==> src/common/ldpcInPkg.sv <==
// LDPC input front end shared definitions
// Sizes of LLRs, words and frames, flow control limits,
// bus structs and the reader FSM state type

package ldpcInPkg;

  //----------------------------------------
  // Sizes
  //----------------------------------------

  localparam int llrW       = 4;                  // Bits per LLR
  localparam int llrNum     = 4;                  // LLRs per input beat
  localparam int wNum       = 16;                 // LLRs per buffer word
  localparam int dwcFactor  = wNum / llrNum;      // Beats per word
  localparam int dwcCntW    = $clog2(dwcFactor);  // Beat counter width
  localparam int frameWords = 8;                  // Words per frame and per bank
  localparam int waddrW     = $clog2(frameWords); // Word address inside a bank

  // Downstream flow control
  localparam int creditMax  = 4;                  // Credits held after reset
  localparam int creditW    = $clog2(creditMax + 1);

  //----------------------------------------
  // LLR type and limits
  //----------------------------------------

  typedef logic signed [llrW-1:0] llr_t;

  localparam llr_t llrMinVal = llr_t'(-(2 ** (llrW - 1)));  // -8
  localparam llr_t llrMaxVal = llr_t'((2 ** (llrW - 1)) - 1); // +7

  //----------------------------------------
  // Bus types
  //----------------------------------------

  // One input beat of 18 bits
  typedef struct packed {
    logic                   sop;
    logic                   eop;
    llr_t [llrNum-1:0]      llr;   // Lane 0 in low bits
  } llrBeat_t;

  // One buffer word with lane 0 in the lowest bits
  typedef llr_t [wNum-1:0] llrWord_t;

  // Source to buffer write port of 68 bits
  typedef struct packed {
    logic                   write; // Single cycle strobe
    logic [waddrW-1:0]      addr;  // Word address in the write bank
    llrWord_t               word;
  } bufWrite_t;

  // Output word toward the decoder core of 66 bits
  typedef struct packed {
    logic                   sop;   // First word of frame
    logic                   eop;   // Last word of frame
    llrWord_t               word;
  } outWord_t;

  // Reader FSM
  typedef enum logic [1:0] {
    stIdle,
    stRead,
    stRelease
  } readerState_t;

endpackage

==> src/inBuffer/inBuffer.sv <==
// LDPC input ping-pong buffer
// Two banks of word RAM with per-bank full flags, separate write
// and read bank pointers, and occupancy status for the source

`timescale 1ns/100ps

module inBuffer (
  input  logic                          iclk,
  input  logic                          ireset,
  input  ldpcInPkg::bufWrite_t          wr,
  input  logic                          frameDone,
  input  logic                          rdEn,
  input  logic [ldpcInPkg::waddrW-1:0]  rdAddr,
  input  logic                          rdRelease,
  output logic                          rdFull,
  output ldpcInPkg::llrWord_t           rdWord,
  output logic                          bankFull,
  output logic                          anyFull
);

  import ldpcInPkg::*;

  //----------------------------------------
  // Signals
  //----------------------------------------

  localparam int ramDepth = 2 * frameWords;

  llrWord_t   ram [ramDepth];  // Bank bit is the address MSB
  logic       wrBank;          // Bank being filled
  logic       rdBank;          // Bank being drained
  logic [1:0] full;            // One flag per bank

  logic [waddrW:0] wrRamAddr;
  logic [waddrW:0] rdRamAddr;

  assign wrRamAddr = {wrBank, wr.addr};
  assign rdRamAddr = {rdBank, rdAddr};

  //----------------------------------------
  // RAM
  //----------------------------------------

  always_ff @(posedge iclk) begin
    if (wr.write) begin
      ram[wrRamAddr] <= wr.word;
    end
  end

  // Registered read with the word one cycle after rdEn
  always_ff @(posedge iclk) begin
    if (rdEn) begin
      rdWord <= ram[rdRamAddr];
    end
  end

  //----------------------------------------
  // Bank pointers and full flags
  //----------------------------------------

  always_ff @(posedge iclk or posedge ireset) begin
    if (ireset) begin
      wrBank <= 1'b0;
      rdBank <= 1'b0;
    end else begin
      if (frameDone) begin
        wrBank <= ~wrBank;  // Next frame goes to the other bank
      end
      if (rdRelease) begin
        rdBank <= ~rdBank;
      end
    end
  end

  always_ff @(posedge iclk or posedge ireset) begin
    if (ireset) begin
      full <= '0;
    end else begin
      for (int b = 0; b < 2; b++) begin
        if (frameDone && (wrBank == b[0])) begin
          full[b] <= 1'b1;  // Frame complete in this bank
        end else if (rdRelease && (rdBank == b[0])) begin
          full[b] <= 1'b0;  // Reader is done with it
        end
      end
    end
  end

  // Status
  assign rdFull   = full[rdBank];
  assign bankFull = &full;
  assign anyFull  = |full;

  //----------------------------------------
  // Checks
  //----------------------------------------

  // Source must stall once both banks are taken
  aNoOverflow : assert property (
    @(posedge iclk) disable iff (ireset) frameDone |-> !bankFull
  );

  // Reader only frees a bank it was allowed to read
  aNoEmptyRelease : assert property (
    @(posedge iclk) disable iff (ireset) rdRelease |-> rdFull
  );

endmodule

==> src/ldpcSource/ldpcSource.sv <==
// LDPC input source
// Saturates and sign-inverts incoming LLRs, packs four beats
// into one buffer word and generates the buffer write address
// and the frame done pulse

`timescale 1ns/100ps

module ldpcSource (
  input  logic                  iclk,
  input  logic                  ireset,
  input  logic                  ival,
  input  ldpcInPkg::llrBeat_t   ibeat,
  input  logic                  bankFull,  // Both banks hold a frame
  input  logic                  anyFull,   // Some bank holds a frame
  output logic                  ordy,
  output logic                  obusy,
  output ldpcInPkg::bufWrite_t  wr,
  output logic                  frameDone
);

  import ldpcInPkg::*;

  //----------------------------------------
  // Signals
  //----------------------------------------

  llr_t [llrNum-1:0]  satBeat;   // Saturated, inverted beat
  logic [dwcCntW-1:0] beatCnt;   // Beats in the current word
  logic [dwcCntW-1:0] beatIdx;   // Position of the incoming beat
  logic               lastBeat;  // Incoming beat completes a word
  logic               wrStb;
  logic [waddrW-1:0]  wAddr;
  llrWord_t           wordReg;

  //----------------------------------------
  // Saturation and inversion
  //----------------------------------------

  // Most negative value has no positive twin so it clips to max
  function automatic llr_t satInv(llr_t x);
    llr_t res;
    if (x == llrMinVal) begin
      res = llrMaxVal;
    end else begin
      res = llr_t'(-x);
    end
    return res;
  endfunction

  always_comb begin
    for (int i = 0; i < llrNum; i++) begin
      satBeat[i] = satInv(ibeat.llr[i]);
    end
  end

  //----------------------------------------
  // Beat counter and write strobe
  //----------------------------------------

  assign beatIdx  = ibeat.sop ? '0 : beatCnt;  // Sop restarts packing
  assign lastBeat = (beatIdx == dwcCntW'(dwcFactor - 1));

  always_ff @(posedge iclk or posedge ireset) begin
    if (ireset) begin
      beatCnt   <= '0;
      wrStb     <= 1'b0;
      wAddr     <= '0;
      frameDone <= 1'b0;
    end else begin
      wrStb     <= ival & lastBeat;      // One cycle after fourth beat
      frameDone <= ival & ibeat.eop;     // One cycle after eop
      if (ival) begin
        beatCnt <= lastBeat ? '0 : beatIdx + 1'b1;
      end
      // Address restarts on sop, steps after every word write
      if (ival && ibeat.sop) begin
        wAddr <= '0;
      end else if (wrStb) begin
        wAddr <= wAddr + 1'b1;
      end
    end
  end

  // Word shift register filled LSB first
  // Newest beat lands in the top lanes, beat 0 ends in lanes 0..3
  always_ff @(posedge iclk) begin
    if (ival) begin
      wordReg <= {satBeat, wordReg[wNum-1:llrNum]};
    end
  end

  assign wr.write = wrStb;
  assign wr.addr  = wAddr;
  assign wr.word  = wordReg;

  //----------------------------------------
  // Status toward the outside
  //----------------------------------------

  assign ordy  = !bankFull && !frameDone;  // Pending frame done blocks input
  assign obusy =  anyFull  ||  frameDone;

  //----------------------------------------
  // Checks
  //----------------------------------------

  // Upstream honours ordy
  aNoBeatWhenBusy : assert property (
    @(posedge iclk) disable iff (ireset) ival |-> ordy
  );

  // Eop must close a whole word
  aEopOnWordEnd : assert property (
    @(posedge iclk) disable iff (ireset) (ival && ibeat.eop) |-> lastBeat
  );

endmodule

==> src/logic/creditReader.sv <==
// Credit based buffer reader
// Drains a full bank word by word while downstream credits are
// available, tags frame boundaries and then releases the bank

`timescale 1ns/100ps

module creditReader (
  input  logic                          iclk,
  input  logic                          ireset,
  input  logic                          rdFull,
  input  logic                          icredit,   // One pulse per consumed word
  output logic                          rdEn,
  output logic [ldpcInPkg::waddrW-1:0]  rdAddr,
  output logic                          rdRelease,
  input  ldpcInPkg::llrWord_t           rdWord,
  output logic                          oval,
  output ldpcInPkg::outWord_t           oword
);

  import ldpcInPkg::*;

  readerState_t       state;
  logic [waddrW-1:0]  wordCnt;
  logic [creditW-1:0] credit;
  logic               lastWord;
  logic               sopTag;
  logic               eopTag;

  //----------------------------------------
  // Read control
  //----------------------------------------

  assign rdEn      = (state == stRead) && (credit != '0);  // Pause without credit
  assign rdAddr    = wordCnt;
  assign rdRelease = (state == stRelease);
  assign lastWord  = (wordCnt == waddrW'(frameWords - 1));

  always_ff @(posedge iclk or posedge ireset) begin
    if (ireset) begin
      state   <= stIdle;
      wordCnt <= '0;
    end else begin
      case (state)
        stIdle    : begin
          wordCnt <= '0;
          if (rdFull) state <= stRead;
        end
        stRead    : begin
          if (rdEn) begin
            wordCnt <= wordCnt + 1'b1;
            if (lastWord) state <= stRelease;
          end
        end
        stRelease : state <= stIdle;  // Bank freed this cycle
        default   : state <= stIdle;
      endcase
    end
  end

  // Credits spent on read and refilled on return
  always_ff @(posedge iclk or posedge ireset) begin
    if (ireset) begin
      credit <= creditW'(creditMax);
    end else begin
      credit <= credit - creditW'(rdEn) + creditW'(icredit);
    end
  end

  //----------------------------------------
  // Output aligned with RAM read latency
  //----------------------------------------

  always_ff @(posedge iclk or posedge ireset) begin
    if (ireset) begin
      oval   <= 1'b0;
      sopTag <= 1'b0;
      eopTag <= 1'b0;
    end else begin
      oval   <= rdEn;
      sopTag <= rdEn && (wordCnt == '0);
      eopTag <= rdEn && lastWord;
    end
  end

  assign oword.sop  = sopTag;
  assign oword.eop  = eopTag;
  assign oword.word = rdWord;

  // Downstream never returns more than it was given
  aCreditLimit : assert property (
    @(posedge iclk) disable iff (ireset) credit <= creditW'(creditMax)
  );

endmodule

==> src/logic/ldpcInTop.sv <==
// LDPC decoder input front end top
// Source feeds the ping-pong buffer, the credit reader drains it

`timescale 1ns/100ps

module ldpcInTop (
  input  logic                 iclk,
  input  logic                 ireset,
  input  logic                 ival,
  input  ldpcInPkg::llrBeat_t  ibeat,
  output logic                 ordy,
  output logic                 obusy,
  input  logic                 icredit,
  output logic                 oval,
  output ldpcInPkg::outWord_t  oword
);

  import ldpcInPkg::*;

  bufWrite_t         wr;
  logic              frameDone;
  logic              bankFull;
  logic              anyFull;
  logic              rdFull;
  logic              rdEn;
  logic [waddrW-1:0] rdAddr;
  logic              rdRelease;
  llrWord_t          rdWord;

  //----------------------------------------
  // Write side
  //----------------------------------------

  ldpcSource u_source (
    .iclk(iclk), .ireset(ireset), .ival(ival), .ibeat(ibeat),
    .bankFull(bankFull), .anyFull(anyFull), .ordy(ordy), .obusy(obusy),
    .wr(wr), .frameDone(frameDone)
  );

  inBuffer u_buffer (
    .iclk(iclk), .ireset(ireset), .wr(wr), .frameDone(frameDone),
    .rdEn(rdEn), .rdAddr(rdAddr), .rdRelease(rdRelease), .rdFull(rdFull),
    .rdWord(rdWord), .bankFull(bankFull), .anyFull(anyFull)
  );

  // Read side toward the decoder core
  creditReader u_reader (
    .iclk(iclk), .ireset(ireset), .rdFull(rdFull), .icredit(icredit),
    .rdEn(rdEn), .rdAddr(rdAddr), .rdRelease(rdRelease), .rdWord(rdWord),
    .oval(oval), .oword(oword)
  );

endmodule

==> config.mk <==
export PLATFORM = sky130hd
export DESIGN_NAME = ldpcInTop
export DESIGN_NICKNAME = d
export VERILOG_FILES = /design/src/common/ldpcInPkg.sv /design/src/inBuffer/inBuffer.sv /design/src/ldpcSource/ldpcSource.sv /design/src/logic/creditReader.sv /design/src/logic/ldpcInTop.sv
export SDC_FILE = /design/constraint.sdc
export NUM_CORES = 1
export LEC_CHECK = 0
export BUFFER_PORTS_ARGS = -buffer_cell sky130_fd_sc_hd__clkbuf_2
export CAP_MARGIN = 0
export CORE_UTILIZATION = 37
export DETAILED_ROUTE_END_ITERATION = 8
export PLACE_DENSITY = 0.54
export SYNTH_ARGS = -nofsm -noshare
export SYNTH_HDL_FRONTEND = slang
export SYNTH_SLANG_ARGS = --single-unit
==> constraint.sdc <==
create_clock -name iclk -period 7.93 [get_ports iclk]
set_clock_uncertainty 0.1 [all_clocks]
set_input_delay 1.586 -clock iclk [delete_from_list [all_inputs] [get_ports iclk]]
set_output_delay 1.586 -clock iclk [all_outputs]
set_load 0.02 [all_outputs]
# [Word level (Yosys, flattened, before mapping)]
# Memories as Yosys holds them, arrays and structs flattened. A register that Yosys moved wholly into a read port is not among the register bits.
# Index checks and enable logic that the tools add are counted.
[classes] addsub=9 mul=0 n_div=0 n_lt_le_gt_ge=1 eq_ne=11 n_shift=0 n_mux=18 bitwise=4 n_reduce_logical=23
[ops] operator="$eq 4x4->1 const B" count=4
[ops] operator="$neg 4->4" count=4
[ops] operator="$mux 2" count=5
[ops] operator="$logic_and 1x1->1" count=9
[ops] operator="$mux 3" count=3
[ops] operator="$mux 1" count=8
[ops] operator="$reduce_bool 2->1" count=4
[ops] operator="$add 3x1->3 const B" count=2
[ops] operator="$pmux 3 s2" count=1
[ops] operator="$eq 2x2->1 const B" count=2
[ops] operator="$ne 2x1->1 const B" count=2
[ops] operator="$pmux 2 s2" count=1
[ops] operator="$reduce_and 2->1" count=2
[ops] operator="$add 3x1->3" count=1
[ops] operator="$eq 3x3->1 const B" count=1
[ops] operator="$logic_not 3->1" count=1
[ops] operator="$reduce_and 3->1" count=1
[ops] operator="$reduce_bool 3->1" count=1
[ops] operator="$sub 3x1->3" count=1
[ops] operator="$add 2x1->2 const B" count=1
[ops] operator="$and 1x1->1" count=2
[ops] operator="$eq 2x1->1 const B" count=1
[ops] operator="$logic_not 1->1" count=2
[ops] operator="$logic_not 2->1" count=1
[ops] operator="other kinds (5)" count=6
[word_totals] regBits=86 latch_bits=0 mem_bits_rw=1024 rom_bits=0 elab_cells=97 mem_count=1
[memory_table] name="u_buffer.ram" words=16 word_bits=64 read_ports=1 rd_clocked_by_memory_dff=1 wr=1 line_no="inBuffer.sv:29" rtl="llrWord_t ram [ramDepth];"

# [Longest topological paths before layout]
# Gate-level depths: netlist of the first run.
[logic_depth] word_depth=4 ltp_mapped=7 ltp_nobuf=7

# [Modules after synthesis]
# Synthesis of the first run repeated with hierarchy kept, for this count alone.
[unflattened] cells_unflattened=1912 hier_area_um2=43993.4
[by_module_without_submodules] module="inBuffer" instances=1 cells_each=1665 area_each_um2=40401.2
[by_module_without_submodules] module="ldpcSource" instances=1 cells_each=138 area_each_um2=2562.5
[by_module_without_submodules] module="creditReader" instances=1 cells_each=109 area_each_um2=1029.7

# [Worst setup path after synthesis of the first run]
# Ideal clock, no wire load.
[synth_timing] path_type="register to register" from="register u_source.wAddr[0]" to="memory u_buffer.ram[0][0] (netlist bit), enable pin" setup_time_ns=0.565 arrival_time_ns=5.061 t_required_ns=7.265 setup_slack_ns=2.204 stages_incl_launch_ff=5 n_path_buf=0 path_cell_list="dfrtp_1 -> inv_1 -> ha_1 -> nand2_1 -> nor3_1"
[synth_lines] element="from (decl)" line_no="ldpcSource.sv:32" rtl="logic [waddrW-1:0] wAddr;"
[synth_lines] element="from (signal assigned)" line_no="ldpcSource.sv:79" rtl="wAddr <= wAddr + 1'b1;"
[synth_lines] element="to (decl)" line_no="inBuffer.sv:29"
# No word-level cell before the write port.

# [Worst setup path in the final report of the first run]
[layout_timing] from="register u_source.frameDone" to="output obusy"
[layout_via] elab_chain_len=1
[layout_rtl] element="from (decl)" line_no="ldpcSource.sv:18" rtl="output logic frameDone"
[layout_rtl] element="from (signal assigned)" line_no="ldpcSource.sv:71" rtl="frameDone <= ival & ibeat.eop;"
[layout_rtl] element="$logic_or 1x1->1" line_no="ldpcSource.sv:101" rtl="assign obusy = anyFull || frameDone;"
[layout_rtl] element="to (decl)" line_no="ldpcInTop.sv:12" rtl="output logic obusy,"
# Every way passes these cells.

==> reports/results.tsv, run 1 <==
metric	value	unit
outcome	finished, final reports clean	
most-common-layout-cells	1152 x edfxtp_1, 256 x mux4_2, 128 x a22oi_1	
clock_tree.root_cell	clkbuf_16	
drt-vias-per-instance	5.326	
grt_pass1_wl	146400	µm
cts_max_path_buffers	3	
finalSetupViolCount	0	
grt_max_degree	146	
final.setup.tns	0	ps
drive_gt1_frac	0.2757	
max_freq	297.1	MHz
grt-ovfl-total	0	
dpl.hpwl	49090	µm
p_leak	15.80	nW
use_met2	0.3126	
worstSetupStartpointType	register	
postRouteAntennaNets	0	
slew_headroom	0.2677	
busiest_layer	met2	
r2r_setup_slack	4640	ps
cts_setup_buffers	0	
drc_errors	0	
die_h	344.8	µm
syn_inst	1852	
io_pins	91	
totalWireLength	101200	µm
grt_pass1_vias	21010	
reg2reg_depth	4	
gp_congestion	0.7225	
clk_latency	700	ps
wl_per_cell	27.77	µm
crit_type	reg2out	
cp-end-kind	primary output	
tightest_slew	1096	ps
avgSynthCellArea	23.47	µm²
reg2reg_from	u_reader.rdAddr[0]$_DFFE_PP0P_	
finalCritPeriodShare	0.4244	
clkTransAtPathRegs	60	ps
cts_tree	done	
area_delta_synth_final	14.28	%
synth_top_area_cell	edfxtp_1	
grt_use_total	0.1727	
yosys-top-cells-area	edfxtp_1 80%, mux4_2 13%, a22oi_1 2.2%, dfrtp_1 1.2%, nand2_1 0.63%	
arrival	1680	ps
hold_path_class	reg2reg	
die_x	344.8	µm
grt_util_met1	0.2190	
synthesis.nets	1889	
cts_made_buffers	120	
critPathRequiredTime	6240	ps
period_needed	3366	ps
rows	125	
coreArea	0.1164	mm²
htreeDepth	3	
hold_depth	1	
maxCapViolCount	0	
hold_buffers	0	
start_util	0.3736	
hp-start	u_source.beatCnt[1]$_DFFE_PP0P_	
vias	19410	
whs	406.5	ps
antenna_found_initial	1	
hold_viol	0	
synth_seq_cells	1174	
io_buffer_count	90	
drv_slew	0	
cts_sinks	1174	
yosys_warnings	0	
rsz0062_at_grt	no	
crit_fanout	5	
synth_cell_type_count	33	
final_common_cell	edfxtp_1	
ctsResizeCount	0	
startpoint	u_source.frameDone$_DFF_PP0_	
synth_top_area_frac	0.7957	
final_nets	2049	
synth_area	0.04348	mm²
drt_iter0_drc	1713	
dr.pass1.iters	5	
power_density	340.5	mW/mm²
use_met3	0.02496	
die-area	0.1189	mm²
ys_seq_area_frac	0.8084	
peakVddDrop	0.3177	mV
-- critical path: stages, from the launching register on --
cell and delay (ps):
dfrtp_1 420, or3_1 400, clkbuf_2 170
-- stage by stage --
step                      std cells  power (W)    util  setup WS (ps)  area (µm²)
after global routing           3642    0.01764  0.4269           4278       49680
after CTS                      3642    0.01717  0.4269           4485       49680
after detailed placement       3414    0.01165  0.3938           4499       45830
after floorplan                1852    0.01043       -           2204       43480
after global placement         3414    0.01163  0.3938           4500       45830
final                          3644    0.01692  0.4270           4564       49690
-- Yosys cell counts --
master	number
a21oi_1	9
a22o_1	1
a22oi_1	128
and2_1	3
and3b_1	1
buf_1	16
buf_2	15
buf_4	14
buf_6	11
clkbuf_1	37
dfrtp_1	21
dfstp_2	1
edfxtp_1	1152
fa_1	1
ha_1	14
inv_1	24
mux2_2	2
mux2i_1	4
mux4_2	256
nand2_1	73
nand2b_1	7
nand3_1	4
nand3b_1	5
nor2_1	15
nor2b_1	4
nor3_1	13
nor3b_2	1
nor4bb_1	2
o21ai_0	10
o311ai_0	1
or3_1	1
xnor2_1	3
xor2_1	3
-- power breakdown --
part	switching (W)	total, W	internal, W
registers	0.000421	0.00771	0.00729
clock network	0.00233	0.00552	0.00319
logic	0.00205	0.00369	0.00164
total	0.00480	0.0169	0.0121
-- metal layers --
metal,share of wire,wire length [µm],vias up
li1,-,-,8180
met1,0.41,41200,10630
met2,0.53,54130,455
met3,0.041,4132,146
met4,0.017,1741,0
met5,0,0,-
-- worst paths after layout --
path,to
worst min register to register,u_source.beatCnt[1]$_DFFE_PP0P_
worst min-delay path,u_source.beatCnt[1]$_DFFE_PP0P_
worst max-delay path,obusy
min in group asynchronous,u_reader.eopTag$_DFF_PP0_
worst max register to register,u_buffer.rdWord[33]$_DFFE_PP_
max in group asynchronous,u_reader.rdAddr[1]$_DFFE_PP0P_
-- cells by family (layout without fill, tap and decap cells) --
family          Yosys count  after routing  share of synthesized area
flops                  1174           1174                     0.8084
mux                     262            262                     0.1341
compound gates          149            149                    0.02469
simple gates            129            129                    0.01353
buf+inv                 117            383                    0.01364
fa+ha+maj                15             15                   0.004490
xor+xnor                  6              6                   0.001209
other cells               0              2                          0
-- flip-flops by register name, summed over array words and instances, names as in the netlist --
signal	flops
u_buffer.ram	1024
u_buffer.rdWord	64
u_source.wr	64
u_reader.credit	3
u_reader.rdAddr	3
u_source.wAddr	3
u_buffer.full	2
u_reader.state	2
u_source.beatCnt	2
u_buffer.rdBank	1
u_buffer.wrBank	1
u_reader.eopTag	1
u_reader.oval	1
u_reader.sopTag	1
u_source.frameDone	1
u_source.wrStb	1
-- cell type report --
cell class	instances	area [µm²]
fillers	9958	66680
flip-flops and latches	1174	35150
multi-input cells	561	7879
clock buffers	148	3129
well taps	1524	1907
repair buffers	131	798.3
clock inverters	80	724.4
inverters	24	90.09
diodes	2	5.005
(Power assumes the default switching activity.)
==> run 2: changes to the inputs <==
==> constraint.sdc (replaced) <==
create_clock -name iclk -period 3.45 [get_ports iclk]
set_clock_uncertainty 0.1 [all_clocks]
set_input_delay 0.69 -clock iclk [delete_from_list [all_inputs] [get_ports iclk]]
set_output_delay 0.69 -clock iclk [all_outputs]
set_load 0.02 [all_outputs]
==> run 2 against run 1 <==
  * Sequential power is 130% higher
  * Power grew 130%
  * Worst hold slack lost 350 ps
  * Combinational power increased by 140%
==> reports/results.tsv, run 2 (synthesis results as in run 1) <==
metric	value	unit	change
outcome	finished, final reports clean		unchanged
p_switching	0.01096	W	was 0.004799 W
clk_latency	690	ps	was 700 ps
antenna_cells	0		was 2
instances_no_fill	3654		was 3644
p_comb_frac	0.232		was 0.218
arrival	1690	ps	was 1680 ps
tightest_slew	858.8	ps	was 1096 ps
drv_slew	0		unchanged
cts_tree	done		unchanged
regMostFlops	u_buffer.ram		unchanged
drt_iter0_drc	2018		was 1713
peakVddDrop	0.5472	mV	was 0.3177 mV
grt-ovfl-total	0		unchanged
hold_buffers	0		unchanged
coreArea	0.1164	mm²	unchanged
power.internal	0.02787	W	was 0.01212 W
met2_length	53550	µm	was 54130 µm
htreeDepth	3		unchanged
totalWireLength	101400	µm	was 101200 µm
cts_max_path_buffers	3		unchanged
ctsResizeCount	0		unchanged
final_nets	2071		was 2049
start_util	0.3736		unchanged
die_h	344.8	µm	unchanged
critPathRequiredTime	2660	ps	was 6240 ps
wl_per_cell	27.74	µm	was 27.77 µm
cts_made_buffers	118		was 120
postRouteAntennaNets	0		unchanged
period_needed	2481	ps	
power_density	773.7	mW/mm²	was 340.5 mW/mm²
rows	125		unchanged
max_freq	403.0	MHz	
dr.pass1.iters	7		was 5
most-common-layout-cells	1152 x edfxtp_1, 256 x mux4_2, 128 x a22oi_1		unchanged
wl_met3	3934	µm	was 4132 µm
cts_sinks	1174		unchanged
hold_path_class	in2async		was reg2reg
total_power	0.03883	W	was 0.01692 W
dp.cells	3438		was 3414
worstSetupStartpointType	register		unchanged
vias	19500		was 19.41k
cp-end-kind	primary output		unchanged
p_leak	15.92	nW	was 15.80 nW
dpl.hpwl	50970	µm	was 49090 µm
drive_gt1_frac	0.2770		was 0.2757
hold_viol	0		unchanged
switching_share	0.2822		was 0.2837
grt_max_degree	70		was 146
p_clk_frac	0.315		was 0.326
seqPwrFrac	0.453		was 0.456
drt-vias-per-instance	5.336		was 5.326
die-area	0.1189	mm²	unchanged
largest_reg_flops	1024		unchanged
die_x	344.8	µm	unchanged
gp_congestion	0.7133		was 0.7225
grt_pass1_vias	20810		was 21.01k
io_buffer_count	90		unchanged
slew_headroom	0.4269		was 0.2677
maxCapViolCount	0		unchanged
crit_fanout	5		unchanged
multi_input_area	0.007914	mm²	was 0.007879 mm²
cts_setup_buffers	0		unchanged
drc_errors	0		unchanged
antenna_found_initial	2		was 1
grt_pass1_wl	147000	µm	was 146400 µm
fin_area	0.05019	mm²	was 0.04969 mm²
clkTransAtPathRegs	60	ps	about the same
finalCritPeriodShare	0.7193		
placed_cell_area	0.04650	mm²	was 0.04583 mm²
crit_type	reg2out		unchanged
whs	57.61	ps	was 406.5 ps
grt_use_total	0.1736		was 0.1727
io_pins	91		unchanged
fillers	9919		was 9958
final-seq-area	0.03515	mm²	unchanged
wl_met1	42050	µm	was 41200 µm
final_common_cell	edfxtp_1		unchanged
clock_tree.root_cell	clkbuf_16		unchanged
pre_cts_ws	933.9	ps	was 4499 ps
area_delta_synth_final	15.45	%	was 14.28%
top_layer	met4		unchanged
setup_slack	968.5	ps	was 4564 ps
finalSetupViolCount	0		unchanged
rsz0062_at_grt	no		unchanged
-- run 2: cell types whose count changed in the layout (fill, tap and decap cells not counted), sizes merged --
cell | before | now
clkinvlp | 1 | 3
inv | 29 | 27
clkbuf | 237 | 247
buf | 42 | 66
bufinv | 12 | 9
clkinv | 62 | 43
diode | 2 | 0
-- run 2: power by group through the flow --
stage | sequential (W) | combinational (W) | clock, W
after floorplan | 0.0179 | 0.00608 | 0
after global placement | 0.0179 | 0.00917 | 0
final | 0.0176 | 0.00900 | 0.0122
after global routing | 0.0177 | 0.00973 | 0.0130
after CTS | 0.0176 | 0.00925 | 0.0125
after detailed placement | 0.0179 | 0.00922 | 0
-- run 2: path summary, 6_finish.rpt --
check / start / endpoint / slack, ps / depth (start not counted)
min: ireset / u_reader.oval$_DFF_PP0_ / 60 / 2
min in group iclk: ibeat[16] / u_source.frameDone$_DFF_PP0_ / 130 / 2
max reg2reg: u_reader.rdAddr[0]$_DFFE_PP0P_ / u_buffer.rdWord[63]$_DFFE_PP_ / 990 / 5
max: u_source.frameDone$_DFF_PP0_ / obusy / 970 / 2
min reg2reg: u_source.beatCnt[1]$_DFFE_PP0P_ / u_source.beatCnt[1]$_DFFE_PP0P_ / 400 / 1
max in group asynchronous: ireset / u_reader.rdAddr[0]$_DFFE_PP0P_ / 2570 / 2
-- run 2: cell type report --
class	count	area share
flip-flops and latches	1174	0.7004
clock inverters	58	0.01017
repair buffers	155	0.02872
well taps	1524	0.03799
inverters	24	0.001795
clock buffers	158	0.06327
multi-input cells	561	0.1577
-- run 2: per-layer routing --
metal / up-vias / GRT usage
li1: 8209 / -
met1: 10690 / 0.2246
met2: 466 / 0.3096
met3: 130 / 0.02402
met4: 0 / 0.03983
met5: - / 0
-- run 2: stage by stage --
| stage | TNS (ps) | utilization |
|---|---|---|
| floorplan | -535380 | - |
| global placement | 0 | 0.3997 |
| detailed placement | 0 | 0.3997 |
| CTS | 0 | 0.4313 |
| global route | 0 | 0.4313 |
| finish | 0 | 0.4313 |
-- run 2: worst max-delay path, stage by stage, from the launching register on --
cell and delay, ps:
dfrtp_1 430, or3_1 410, clkbuf_2 170
